**src/include/rvc_params.svh**
```systemverilog
`ifndef RVC_PARAMS_SVH
`define RVC_PARAMS_SVH

// widths fixed by the ISA
`define RVC_INST_W 16
`define XLEN 32
`define REG_ADDR_W 5

// opcode field, bits 1:0
`define QUAD_0 2'd0
`define QUAD_1 2'd1
`define QUAD_2 2'd2
`define QUAD_FULL 2'd3 // uncompressed 32-bit encoding

// fixed registers of the expansions
`define REG_ZERO 5'd0
`define REG_RA 5'd1
`define REG_SP 5'd2

// 3-bit register fields address x8..x15
`define PRIME_REG_BASE 5'd8

`endif

```
**src/verilog/rvc_pkg.sv**
```systemverilog
package rvc_pkg;

    // one compressed word, decoded according to its format
    typedef union packed {
        struct packed {
            logic [3:0] funct4;
            logic [4:0] rd_rs1;
            logic [4:0] rs2;
            logic [1:0] op;
        } cr;
        struct packed {
            logic [2:0] funct3;
            logic       imm_hi;   // bit 12, sign of signed forms
            logic [4:0] rd_rs1;
            logic [4:0] imm_lo;
            logic [1:0] op;
        } ci;
        struct packed {
            logic [2:0] funct3;
            logic [5:0] imm;
            logic [4:0] rs2;
            logic [1:0] op;
        } css;
        struct packed {
            logic [2:0] funct3;
            logic [7:0] imm;
            logic [2:0] rd_p;
            logic [1:0] op;
        } ciw;
        struct packed {
            logic [2:0] funct3;
            logic [2:0] imm_hi;
            logic [2:0] rs1_p;
            logic [1:0] imm_lo;
            logic [2:0] rd_p;
            logic [1:0] op;
        } cl;
        struct packed {
            logic [2:0] funct3;
            logic [2:0] imm_hi;
            logic [2:0] rs1_p;
            logic [1:0] imm_lo;
            logic [2:0] rs2_p;
            logic [1:0] op;
        } cs;
        struct packed {
            logic [5:0] funct6;
            logic [2:0] rd_rs1_p;
            logic [1:0] funct2_lo;
            logic [2:0] rs2_p;
            logic [1:0] op;
        } ca;
        struct packed {
            logic [2:0] funct3;
            logic       imm_hi;
            logic [1:0] funct2;   // offset bits 4:3 on branches
            logic [2:0] rs1_p;
            logic [4:0] imm_lo;
            logic [1:0] op;
        } cb;
        struct packed {
            logic [2:0]  funct3;
            logic [10:0] target;
            logic [1:0]  op;
        } cj;
    } rvc_inst_u;

    typedef enum logic [3:0] {
        ALU_ADD = 4'd1,
        ALU_SUB = 4'd2,
        ALU_AND = 4'd3,
        ALU_OR  = 4'd4,
        ALU_XOR = 4'd5,
        ALU_SLL = 4'd8,
        ALU_SRL = 4'd9,
        ALU_SRA = 4'd10
    } alu_op_e;

    typedef enum logic [1:0] {
        WB_PC  = 2'd0,  // link address
        WB_ALU = 2'd1,
        WB_IMM = 2'd2,
        WB_MEM = 2'd3
    } wb_sel_e;

    typedef struct packed {
        logic beqz;
        logic bnez;
    } br_kind_t;

endpackage
```
**src/verilog/rvc_imm_if.sv**
```systemverilog
interface rvc_imm_if;
    // immediate format flags, same cycle as the instruction word
    logic lui;
    logic jal;          // JAL and J, selects the CJ offset layout
    logic load;
    logic store;
    logic spn;          // ADDI4SPN
    logic sp16;         // ADDI16SP
    logic lssp;         // LWSP / SWSP
    logic unsigned_imm;

    modport producer (
        output lui, jal, load, store, spn, sp16, lssp, unsigned_imm
    );

    modport consumer (
        input lui, jal, load, store, spn, sp16, lssp, unsigned_imm
    );
endinterface

```
**src/verilog/rvc_decode_reg.sv**
```systemverilog
`include "rvc_params.svh"

module rvc_decode_reg (
    input  logic                    i_clk,
    input  logic                    i_rst,
    input  logic                    i_valid,
    input  logic                    i_is_compressed,
    input  logic [`REG_ADDR_W-1:0]  i_rs1,
    input  logic [`REG_ADDR_W-1:0]  i_rs2,
    input  logic [`REG_ADDR_W-1:0]  i_rd,
    input  logic [3:0]              i_alu_op,
    input  logic [`XLEN-1:0]        i_imm,
    input  logic [`XLEN-1:0]        i_jt,
    input  logic [8:0]              i_ctrl,      // wr_en .. is_branch, see top
    input  logic [1:0]              i_br_kind,
    output logic                    o_valid,
    output logic                    o_is_compressed,
    output logic [`REG_ADDR_W-1:0]  o_rs1,
    output logic [`REG_ADDR_W-1:0]  o_rs2,
    output logic [`REG_ADDR_W-1:0]  o_rd,
    output logic [3:0]              o_alu_op,
    output logic [`XLEN-1:0]        o_imm,
    output logic [`XLEN-1:0]        o_jt,
    output logic [8:0]              o_ctrl,
    output logic [1:0]              o_br_kind
);

    always_ff @(posedge i_clk) begin
        if (i_rst) begin
            o_valid <= 1'b0;
            {o_is_compressed, o_rs1, o_rs2, o_rd, o_alu_op} <= '0;
            {o_imm, o_jt, o_ctrl, o_br_kind} <= '0;
        end else begin
            o_valid <= i_valid; // one-cycle pulse per strobe
            if (i_valid) begin
                // held until the next strobe
                {o_is_compressed, o_rs1, o_rs2, o_rd, o_alu_op} <=
                    {i_is_compressed, i_rs1, i_rs2, i_rd, i_alu_op};
                {o_imm, o_jt, o_ctrl, o_br_kind} <= {i_imm, i_jt, i_ctrl, i_br_kind};
            end
        end
    end

endmodule

```
**src/verilog/rvc_decoder.sv**
```systemverilog
`include "rvc_params.svh"

module rvc_decoder (
    input  logic                    i_clk,
    input  logic                    i_rst,
    input  logic                    i_valid,
    input  logic [`RVC_INST_W-1:0]  i_inst,
    output logic                    o_valid,
    output logic                    o_is_compressed,
    output logic [`REG_ADDR_W-1:0]  o_rs1,
    output logic [`REG_ADDR_W-1:0]  o_rs2,
    output logic [`REG_ADDR_W-1:0]  o_rd,
    output logic [3:0]              o_alu_op,
    output logic [`XLEN-1:0]        o_imm,
    output logic [`XLEN-1:0]        o_jt,
    output logic                    o_wr_en,
    output logic                    o_sel_op_a,
    output logic                    o_sel_op_b,
    output logic [1:0]              o_wb_sel,
    output logic                    o_is_jump,
    output logic                    o_is_store,
    output logic                    o_is_load,
    output logic                    o_is_branch,
    output logic [1:0]              o_br_kind
);

    logic                   d_is_compressed;
    logic [`REG_ADDR_W-1:0] d_rs1, d_rs2, d_rd;
    logic [3:0]             d_alu_op;
    logic [`XLEN-1:0]       d_imm, d_jt;
    logic                   d_wr_en, d_sel_op_a, d_sel_op_b;
    logic [1:0]             d_wb_sel;
    logic                   d_is_jump, d_is_store, d_is_load, d_is_branch;
    logic [1:0]             d_br_kind;

    rvc_imm_if u_imm_if ();

    rvc_field_decode u_field_decode (
        .i_inst          (i_inst),
        .imm_if          (u_imm_if.producer),
        .o_is_compressed (d_is_compressed),
        .o_rs1           (d_rs1),
        .o_rs2           (d_rs2),
        .o_rd            (d_rd),
        .o_alu_op        (d_alu_op),
        .o_wr_en         (d_wr_en),
        .o_sel_op_a      (d_sel_op_a),
        .o_sel_op_b      (d_sel_op_b),
        .o_wb_sel        (d_wb_sel),
        .o_is_jump       (d_is_jump),
        .o_is_store      (d_is_store),
        .o_is_load       (d_is_load),
        .o_is_branch     (d_is_branch),
        .o_br_kind       (d_br_kind)
    );

    rvc_imm_gen u_imm_gen (
        .i_inst (i_inst),
        .imm_if (u_imm_if.consumer),
        .o_imm  (d_imm),
        .o_jt   (d_jt)
    );

    // control flags travel through the register as one 9-bit group
    rvc_decode_reg u_decode_reg (
        .i_clk           (i_clk),
        .i_rst           (i_rst),
        .i_valid         (i_valid),
        .i_is_compressed (d_is_compressed),
        .i_rs1           (d_rs1),
        .i_rs2           (d_rs2),
        .i_rd            (d_rd),
        .i_alu_op        (d_alu_op),
        .i_imm           (d_imm),
        .i_jt            (d_jt),
        .i_ctrl          ({d_wr_en, d_sel_op_a, d_sel_op_b, d_wb_sel,
                           d_is_jump, d_is_store, d_is_load, d_is_branch}),
        .i_br_kind       (d_br_kind),
        .o_valid         (o_valid),
        .o_is_compressed (o_is_compressed),
        .o_rs1           (o_rs1),
        .o_rs2           (o_rs2),
        .o_rd            (o_rd),
        .o_alu_op        (o_alu_op),
        .o_imm           (o_imm),
        .o_jt            (o_jt),
        .o_ctrl          ({o_wr_en, o_sel_op_a, o_sel_op_b, o_wb_sel,
                           o_is_jump, o_is_store, o_is_load, o_is_branch}),
        .o_br_kind       (o_br_kind)
    );

endmodule

```
**src/verilog/rvc_field_decode.sv**
```systemverilog
`include "rvc_params.svh"

module rvc_field_decode import rvc_pkg::*; (
    input  rvc_inst_u               i_inst,
    rvc_imm_if.producer             imm_if,
    output logic                    o_is_compressed,
    output logic [`REG_ADDR_W-1:0]  o_rs1,
    output logic [`REG_ADDR_W-1:0]  o_rs2,
    output logic [`REG_ADDR_W-1:0]  o_rd,
    output alu_op_e                 o_alu_op,
    output logic                    o_wr_en,
    output logic                    o_sel_op_a,
    output logic                    o_sel_op_b,
    output wb_sel_e                 o_wb_sel,
    output logic                    o_is_jump,
    output logic                    o_is_store,
    output logic                    o_is_load,
    output logic                    o_is_branch,
    output br_kind_t                o_br_kind
);

    logic j_type, jr_type, r_type, b_type, lui_type;
    logic load_inst, store_inst;
    logic spn_imm, sp16_imm, lssp_imm, unsigned_imm;

    // x8..x15 from a 3-bit field
    function automatic logic [`REG_ADDR_W-1:0] prime(input logic [2:0] r);
        return `PRIME_REG_BASE + {2'b00, r};
    endfunction

    always_comb begin
        o_rs1 = `REG_ZERO;
        o_rs2 = `REG_ZERO;
        o_rd = `REG_ZERO;
        o_alu_op = ALU_ADD;
        o_br_kind = '0;
        {j_type, jr_type, r_type, b_type, lui_type} = '0;
        {load_inst, store_inst} = '0;
        {spn_imm, sp16_imm, lssp_imm, unsigned_imm} = '0;

        case (i_inst.cr.op)
            `QUAD_0: begin
                case (i_inst.ciw.funct3)
                    3'd0: begin // ADDI4SPN, addi rd', x2, nzuimm
                        o_rd = prime(i_inst.ciw.rd_p);
                        o_rs1 = `REG_SP;
                        spn_imm = 1'b1;
                        unsigned_imm = 1'b1;
                    end
                    3'd2: begin // LW
                        o_rd = prime(i_inst.cl.rd_p);
                        o_rs1 = prime(i_inst.cl.rs1_p);
                        load_inst = 1'b1;
                        unsigned_imm = 1'b1;
                    end
                    3'd6: begin // SW
                        o_rs1 = prime(i_inst.cs.rs1_p);
                        o_rs2 = prime(i_inst.cs.rs2_p);
                        store_inst = 1'b1;
                        unsigned_imm = 1'b1;
                    end
                    default: ;
                endcase
            end
            `QUAD_1: begin
                case (i_inst.ci.funct3)
                    3'd0: begin // ADDI, NOP when rd is x0
                        o_rd = i_inst.ci.rd_rs1;
                        o_rs1 = i_inst.ci.rd_rs1;
                    end
                    3'd1: begin
                        o_rd = `REG_RA; // JAL links to x1
                        j_type = 1'b1;
                    end
                    3'd2: o_rd = i_inst.ci.rd_rs1; // LI, addi rd, x0, imm
                    3'd3: begin
                        if (i_inst.ci.rd_rs1 != `REG_SP) begin // LUI
                            o_rd = i_inst.ci.rd_rs1;
                            lui_type = 1'b1;
                        end else begin // ADDI16SP
                            o_rd = `REG_SP;
                            o_rs1 = `REG_SP;
                            sp16_imm = 1'b1;
                        end
                    end
                    3'd4: begin
                        o_rd = prime(i_inst.cb.rs1_p);
                        o_rs1 = prime(i_inst.cb.rs1_p);
                        case (i_inst.cb.funct2)
                            2'd0: begin
                                o_alu_op = ALU_SRL;
                                unsigned_imm = 1'b1;
                            end
                            2'd1: begin
                                o_alu_op = ALU_SRA;
                                unsigned_imm = 1'b1;
                            end
                            2'd2: o_alu_op = ALU_AND; // ANDI
                            default: begin
                                if (!i_inst.ca.funct6[2]) begin
                                    r_type = 1'b1;
                                    o_rs2 = prime(i_inst.ca.rs2_p);
                                    case (i_inst.ca.funct2_lo)
                                        2'd0: o_alu_op = ALU_SUB;
                                        2'd1: o_alu_op = ALU_XOR;
                                        2'd2: o_alu_op = ALU_OR;
                                        default: o_alu_op = ALU_AND;
                                    endcase
                                end
                            end
                        endcase
                    end
                    3'd5: j_type = 1'b1; // J, rd stays x0
                    default: begin // BEQZ / BNEZ compare rs1' against x0
                        o_rs1 = prime(i_inst.cb.rs1_p);
                        b_type = 1'b1;
                        o_alu_op = ALU_SUB;
                        o_br_kind.beqz = !i_inst.cb.funct3[0];
                        o_br_kind.bnez = i_inst.cb.funct3[0];
                    end
                endcase
            end
            `QUAD_2: begin
                case (i_inst.ci.funct3)
                    3'd0: begin // SLLI
                        o_rd = i_inst.ci.rd_rs1;
                        o_rs1 = i_inst.ci.rd_rs1;
                        o_alu_op = ALU_SLL;
                    end
                    3'd2: begin // LWSP
                        o_rd = i_inst.ci.rd_rs1;
                        o_rs1 = `REG_SP;
                        load_inst = 1'b1;
                        lssp_imm = 1'b1;
                        unsigned_imm = 1'b1;
                    end
                    3'd6: begin // SWSP
                        o_rs1 = `REG_SP;
                        o_rs2 = i_inst.css.rs2;
                        store_inst = 1'b1;
                        lssp_imm = 1'b1;
                        unsigned_imm = 1'b1;
                    end
                    3'd4: begin
                        if (i_inst.cr.rs2 == `REG_ZERO) begin
                            // JR / JALR; both fields zero with funct4[0] is EBREAK
                            if (!(i_inst.cr.funct4[0] && i_inst.cr.rd_rs1 == `REG_ZERO)) begin
                                jr_type = 1'b1;
                                o_rs1 = i_inst.cr.rd_rs1;
                                o_rd = i_inst.cr.funct4[0] ? `REG_RA : `REG_ZERO;
                            end
                        end else begin
                            // ADD reads rd, MV reads x0
                            r_type = 1'b1;
                            o_rd = i_inst.cr.rd_rs1;
                            o_rs1 = i_inst.cr.funct4[0] ? i_inst.cr.rd_rs1 : `REG_ZERO;
                            o_rs2 = i_inst.cr.rs2;
                        end
                    end
                    default: ;
                endcase
            end
            default: ; // full-width instruction, defaults only
        endcase
    end

    assign o_is_compressed = (i_inst.cr.op != `QUAD_FULL);
    assign o_wr_en = !(store_inst || b_type || i_inst == '0);
    assign o_sel_op_a = !(lui_type || j_type);   // 0 picks pc / zero path
    assign o_sel_op_b = !(r_type || b_type);     // 0 picks rs2
    assign o_wb_sel = (j_type || jr_type) ? WB_PC :
                      lui_type ? WB_IMM :
                      load_inst ? WB_MEM : WB_ALU;
    assign o_is_jump = j_type || jr_type;
    assign o_is_store = store_inst;
    assign o_is_load = load_inst;
    assign o_is_branch = b_type;

    assign imm_if.lui = lui_type;
    assign imm_if.jal = j_type;
    assign imm_if.load = load_inst;
    assign imm_if.store = store_inst;
    assign imm_if.spn = spn_imm;
    assign imm_if.sp16 = sp16_imm;
    assign imm_if.lssp = lssp_imm;
    assign imm_if.unsigned_imm = unsigned_imm;

endmodule

```
**src/verilog/rvc_imm_gen.sv**
```systemverilog
`include "rvc_params.svh"

module rvc_imm_gen import rvc_pkg::*; (
    input  rvc_inst_u          i_inst,
    rvc_imm_if.consumer        imm_if,
    output logic [`XLEN-1:0]   o_imm,
    output logic [`XLEN-1:0]   o_jt
);

    logic sign;

    assign sign = i_inst.ci.imm_hi && !imm_if.unsigned_imm;

    always_comb begin
        if (imm_if.lui) begin
            // nzimm[17:12]
            o_imm = {{15{sign}}, i_inst.ci.imm_lo, 12'b0};
        end else if (imm_if.sp16) begin
            // nzimm[9|4|6|8:7|5]
            o_imm = {{23{sign}}, i_inst.ci.imm_lo[2:1], i_inst.ci.imm_lo[3],
                     i_inst.ci.imm_lo[0], i_inst.ci.imm_lo[4], 4'b0};
        end else if (imm_if.spn) begin
            // nzuimm[5:4|9:6|2|3]
            o_imm = {{22{sign}}, i_inst.ciw.imm[5:2], i_inst.ciw.imm[7:6],
                     i_inst.ciw.imm[0], i_inst.ciw.imm[1], 2'b0};
        end else if (imm_if.lssp && imm_if.load) begin
            o_imm = {{24{sign}}, i_inst.ci.imm_lo[1:0], i_inst.ci.imm_hi,
                     i_inst.ci.imm_lo[4:2], 2'b0};     // LWSP uimm[5|4:2|7:6]
        end else if (imm_if.lssp) begin
            o_imm = {{24{sign}}, i_inst.css.imm[1:0], i_inst.css.imm[5:2], 2'b0};
        end else if (imm_if.load || imm_if.store) begin
            // LW / SW uimm[5:3|2|6]
            o_imm = {{25{sign}}, i_inst.cl.imm_lo[0], i_inst.cl.imm_hi,
                     i_inst.cl.imm_lo[1], 2'b0};
        end else begin
            o_imm = {{26{sign}}, i_inst.ci.imm_hi, i_inst.ci.imm_lo}; // plain CI
        end
    end

    // jump target offset[11|4|9:8|10|6|7|3:1|5], branch offset[8|4:3|7:6|2:1|5]
    always_comb begin
        if (imm_if.jal) begin
            o_jt = {{21{sign}},
                    i_inst.cj.target[6],
                    i_inst.cj.target[8:7],
                    i_inst.cj.target[4],
                    i_inst.cj.target[5],
                    i_inst.cj.target[0],
                    i_inst.cj.target[9],
                    i_inst.cj.target[3:1],
                    1'b0};
        end else begin
            o_jt = {{24{sign}},
                    i_inst.cb.imm_lo[4:3],
                    i_inst.cb.imm_lo[0],
                    i_inst.cb.funct2,
                    i_inst.cb.imm_lo[2:1],
                    1'b0};
        end
    end

endmodule

```
**config.mk**
```make
export PLATFORM = sky130hd
export DESIGN_NAME = rvc_decoder
export DESIGN_NICKNAME = d
export VERILOG_FILES = /design/src/verilog/rvc_pkg.sv /design/src/verilog/rvc_imm_if.sv /design/src/verilog/rvc_decode_reg.sv /design/src/verilog/rvc_decoder.sv /design/src/verilog/rvc_field_decode.sv /design/src/verilog/rvc_imm_gen.sv
export VERILOG_INCLUDE_DIRS = /design/src /design/src/include
export SDC_FILE = /design/constraint.sdc
export NUM_CORES = 1
export LEC_CHECK = 0
export ABC_AREA = 1
export BUFFER_PORTS_ARGS = -buffer_cell sky130_fd_sc_hd__buf_2
export CAP_MARGIN = 20
export CORE_MARGIN = 2
export CORE_UTILIZATION = 41
export CTS_BUF_LIST = sky130_fd_sc_hd__clkbuf_4
export CTS_CLUSTER_DIAMETER = 150
export DETAILED_ROUTE_END_ITERATION = 6
export HOLD_SLACK_MARGIN = 0.15
export PLACE_DENSITY_LB_ADDON = 0.12
export REMOVE_ABC_BUFFERS = 1
export SYNTH_ARGS = -nofsm -noshare
export SYNTH_HDL_FRONTEND = slang
export SYNTH_SLANG_ARGS = --single-unit
```
**constraint.sdc**
```tcl
create_clock -name i_clk -period 1.7 [get_ports i_clk]
set_clock_uncertainty 0.1 [all_clocks]
set_input_delay 0.17 -clock i_clk [delete_from_list [all_inputs] [get_ports i_clk]]
set_output_delay 0.17 -clock i_clk [all_outputs]
set_load 0.01 [all_outputs]
```
==> impl_metrics.json <==
{
  "status": "completed",
  "dr_wl_met2_um": 5540,
  "cts_buffers": 9,
  "design_area_sq_um": 4510,
  "ys_types": 36,
  "clk_pin_slew_ns": 0.11,
  "initial_utilization": 0.429,
  "fillers": 801,
  "yosysWarningCount": 0,
  "cts_tree": "built",
  "crit_required_ns": 1.90,
  "cp-end-kind": "register",
  "path_class": "primary input to register",
  "netSwitchingFraction": 0.317,
  "arrival_ns": 1.86,
  "holdWs_ns": 0.189,
  "post-place-ws_ns": -0.102,
  "crit_fanout": 6,
  "dp_hpwl_um": 8900,
  "holdPathStages": 6,
  "fin_cells": 725,
  "met1_length_um": 5040,
  "cts_htree_levels": 3,
  "io_buffers": 113,
  "grt_max_degree": 39,
  "placement.cell_area_sq_um": 4160,
  "cts.path.max_buffers": 2,
  "antenna_found_initial": 0,
  "met3WireLength_um": 616,
  "n_antenna_cell": 0,
  "slew_violations": 0,
  "ios": 115,
  "nets": 651,
  "clock_latency_ns": 0.42,
  "critPathMaxStageDelay_ns": 0.56,
  "die-area_sq_um": 8920,
  "grt_pass1_wl_um": 17900,
  "leakage_nw": 2.30,
  "worstHoldPathType": "primary input to register",
  "p_seq_frac": 0.461,
  "fp-row-count": 32,
  "totalNegativeSetupSlack_ns": 0,
  "vias_per_cell": 5.11,
  "overflow": 0,
  "max_freq_mhz": 603,
  "drc": 0,
  "drive_gt1_frac": 0.361,
  "power_per_cell_area_nw_per_um2": 712,
  "drt-initial-drc-count": 101,
  "p_clk_frac": 0.303,
  "areaGrowthSynthToFinish_pct": 34.4,
  "vdd_drop_max_v": 0.000378,
  "grt_use_total": 0.265,
  "post_synth.cell_area_avg_sq_um": 7.02,
  "coreArea_sq_um": 7810,
  "period_share": 0.975,
  "power_frac_comb": 0.236,
  "die_h_um": 94.4,
  "ant_nets": 0,
  "finalCriticalPeriod_ns": 1.66,
  "via_count": 3708,
  "synth_edf_count": 0,
  "synth_area_sq_um": 3350,
  "syn_inst": 478,
  "ys_seq_elements": 59,
  "wl_um": 11500,
  "worst_slack_ns": 0.0419,
  "place_congestion": 0.961,
  "grt_pass1_vias": 3428,
  "crit_path_cell_trace": "buf_2, dlygate4sd3_1, buf_4, nor2_4, inv_2, nor2_1, nor2_2, o21ai_1, nand3_1, o211ai_1, a21oi_1",
  "grt_setup_unrepaired": "yes",
  "cap_violations": 0,
  "placedCellCount": 696,
  "hold_violations": 0,
  "fp.dieW_um": 94.4,
  "routedWlPerCell_um": 15.9,
  "synthFlopType": "dfxtp_1",
  "cts_sinks": 59,
  "p_sw_mw": 1.02,
  "drt-pass1-iter-count": 5,
  "cp-start-kind": "primary input",
  "critPathSlowestCell": "dlygate4sd3_1",
  "root_buffer": "clkbuf_4",
  "reg2reg_depth": 4,
  "intPower_mw": 2.19,
  "ys_seq_area_frac": 0.352,
  "finalSetupViolations": 0,
  "top_layer_used": "met4",
  "async_flop_share": 0
}
-- registers in the layout, summed over array words and instances (netlist names) --
name / flops
u_decode_reg.o_rs1: 5
u_decode_reg.o_alu_op: 4
u_decode_reg.o_jt: 11
u_decode_reg.o_is_compressed: 1
u_decode_reg.o_rs2: 5
u_decode_reg.o_rd: 5
u_decode_reg.o_imm: 16
u_decode_reg.o_ctrl: 9
u_decode_reg.o_br_kind: 2
u_decode_reg.o_valid: 1
-- path summary, 6_finish.rpt --
kind,from,end,slack (ns)
max,i_inst[13],u_decode_reg.o_imm[2],0.04
min reg2reg,u_decode_reg.o_ctrl[7],u_decode_reg.o_ctrl[7],0.37
max reg2reg,u_decode_reg.o_imm[14],u_decode_reg.o_imm[14],0.80
min,i_inst[11],u_decode_reg.o_rd[4],0.19
-- cell usage after synthesis, drive strengths merged (2+ instances only) --
| cell | count | area share |
|---|---|---|
| o221ai | 2 | 0.0052 |
| o22ai | 3 | 0.0075 |
| inv | 46 | 0.053 |
| nand3 | 20 | 0.030 |
| nor2 | 38 | 0.054 |
| o31ai | 3 | 0.0067 |
| a21oi | 53 | 0.080 |
| nand4 | 12 | 0.022 |
| clkbuf | 14 | 0.016 |
| dfxtp | 59 | 0.35 |
| o211ai | 7 | 0.016 |
| ha | 12 | 0.045 |
| nor3 | 3 | 0.0045 |
| buf | 41 | 0.090 |
| o21ai | 29 | 0.044 |
| a31oi | 7 | 0.013 |
| nand2 | 121 | 0.14 |
-- per-stage QoR --
stage | total power, mW | util
2_1_floorplan | 1.83 | -
3_3_place_gp | 2.22 | 0.533
3_5_place_dp | 2.22 | 0.533
4_1_cts | 3.21 | 0.567
5_1_grt | 3.38 | 0.577
6_report | 3.21 | 0.577
-- layout make-up --
cell class | instances | area [sq um] | share of cell area
Sequential cell | 59 | 1180 | 0.262
Tap cell | 102 | 128 | 0.0283
Timing Repair Buffer | 186 | 1200 | 0.266
Clock buffer | 10 | 75.1 | 0.0167
Clock inverter | 4 | 43.8 | 0.00972
Inverter | 46 | 181 | 0.0403
Multi-Input combinational cell | 318 | 1700 | 0.377
-- power groups by stage --
stage          Combinational [mW]  Clock [mW]  Sequential, mW
2_1_floorplan               0.243           0            1.59
3_3_place_gp                0.711           0            1.51
3_5_place_dp                0.711           0            1.51
4_1_cts                     0.738       0.994            1.48
5_1_grt                     0.831        1.06            1.49
6_report                    0.757       0.974            1.48
-- routing by layer --
layer,global-route usage,up-vias
met3,0.0375,26
met4,0.110,0
met5,0,-
met2,0.457,162
li1,-,1827
met1,0.331,1693
-- logic make-up (layout without fill, tap and decap cells) --
| family | after synthesis | count (layout) | share of synthesized area |
|---|---|---|---|
| fa+ha+maj | 12 | 12 | 0.0448 |
| compound gates | 108 | 108 | 0.183 |
| buf+inv | 101 | 246 | 0.159 |
| flops | 59 | 59 | 0.352 |
| other cells | 1 | 1 | 0.00112 |
| simple gates | 197 | 197 | 0.260 |
-- critical path: cells and delay by family --
family | cells | cell delay [ns]
buf+inv | 4 | 0.95
simple gates | 4 | 0.46
compound gates | 3 | 0.27
-- cells in the final DEF (no fill, tap or decap), drive strengths merged, types with 2 or more instances in the layout --
master / count
nor3: 3
o31ai: 3
a31oi: 7
o22ai: 3
ha: 12
nor2: 38
nand2: 121
inv: 45
o21ai: 29
dlygate4sd3: 14
a21oi: 53
o211ai: 7
dfxtp: 59
buf: 171
o221ai: 2
nand3: 20
clkbuf: 11
clkinv: 3
nand4: 12
-- timing repair --
item	CTS	global route
endpoints found under the hold margin	37	0
buffers inserted	0	4
setup endpoints to repair	0	23
gates resized for setup	0	26
hold buffers	14	0
No activity file was read; power rests on OpenSTA's default activity.
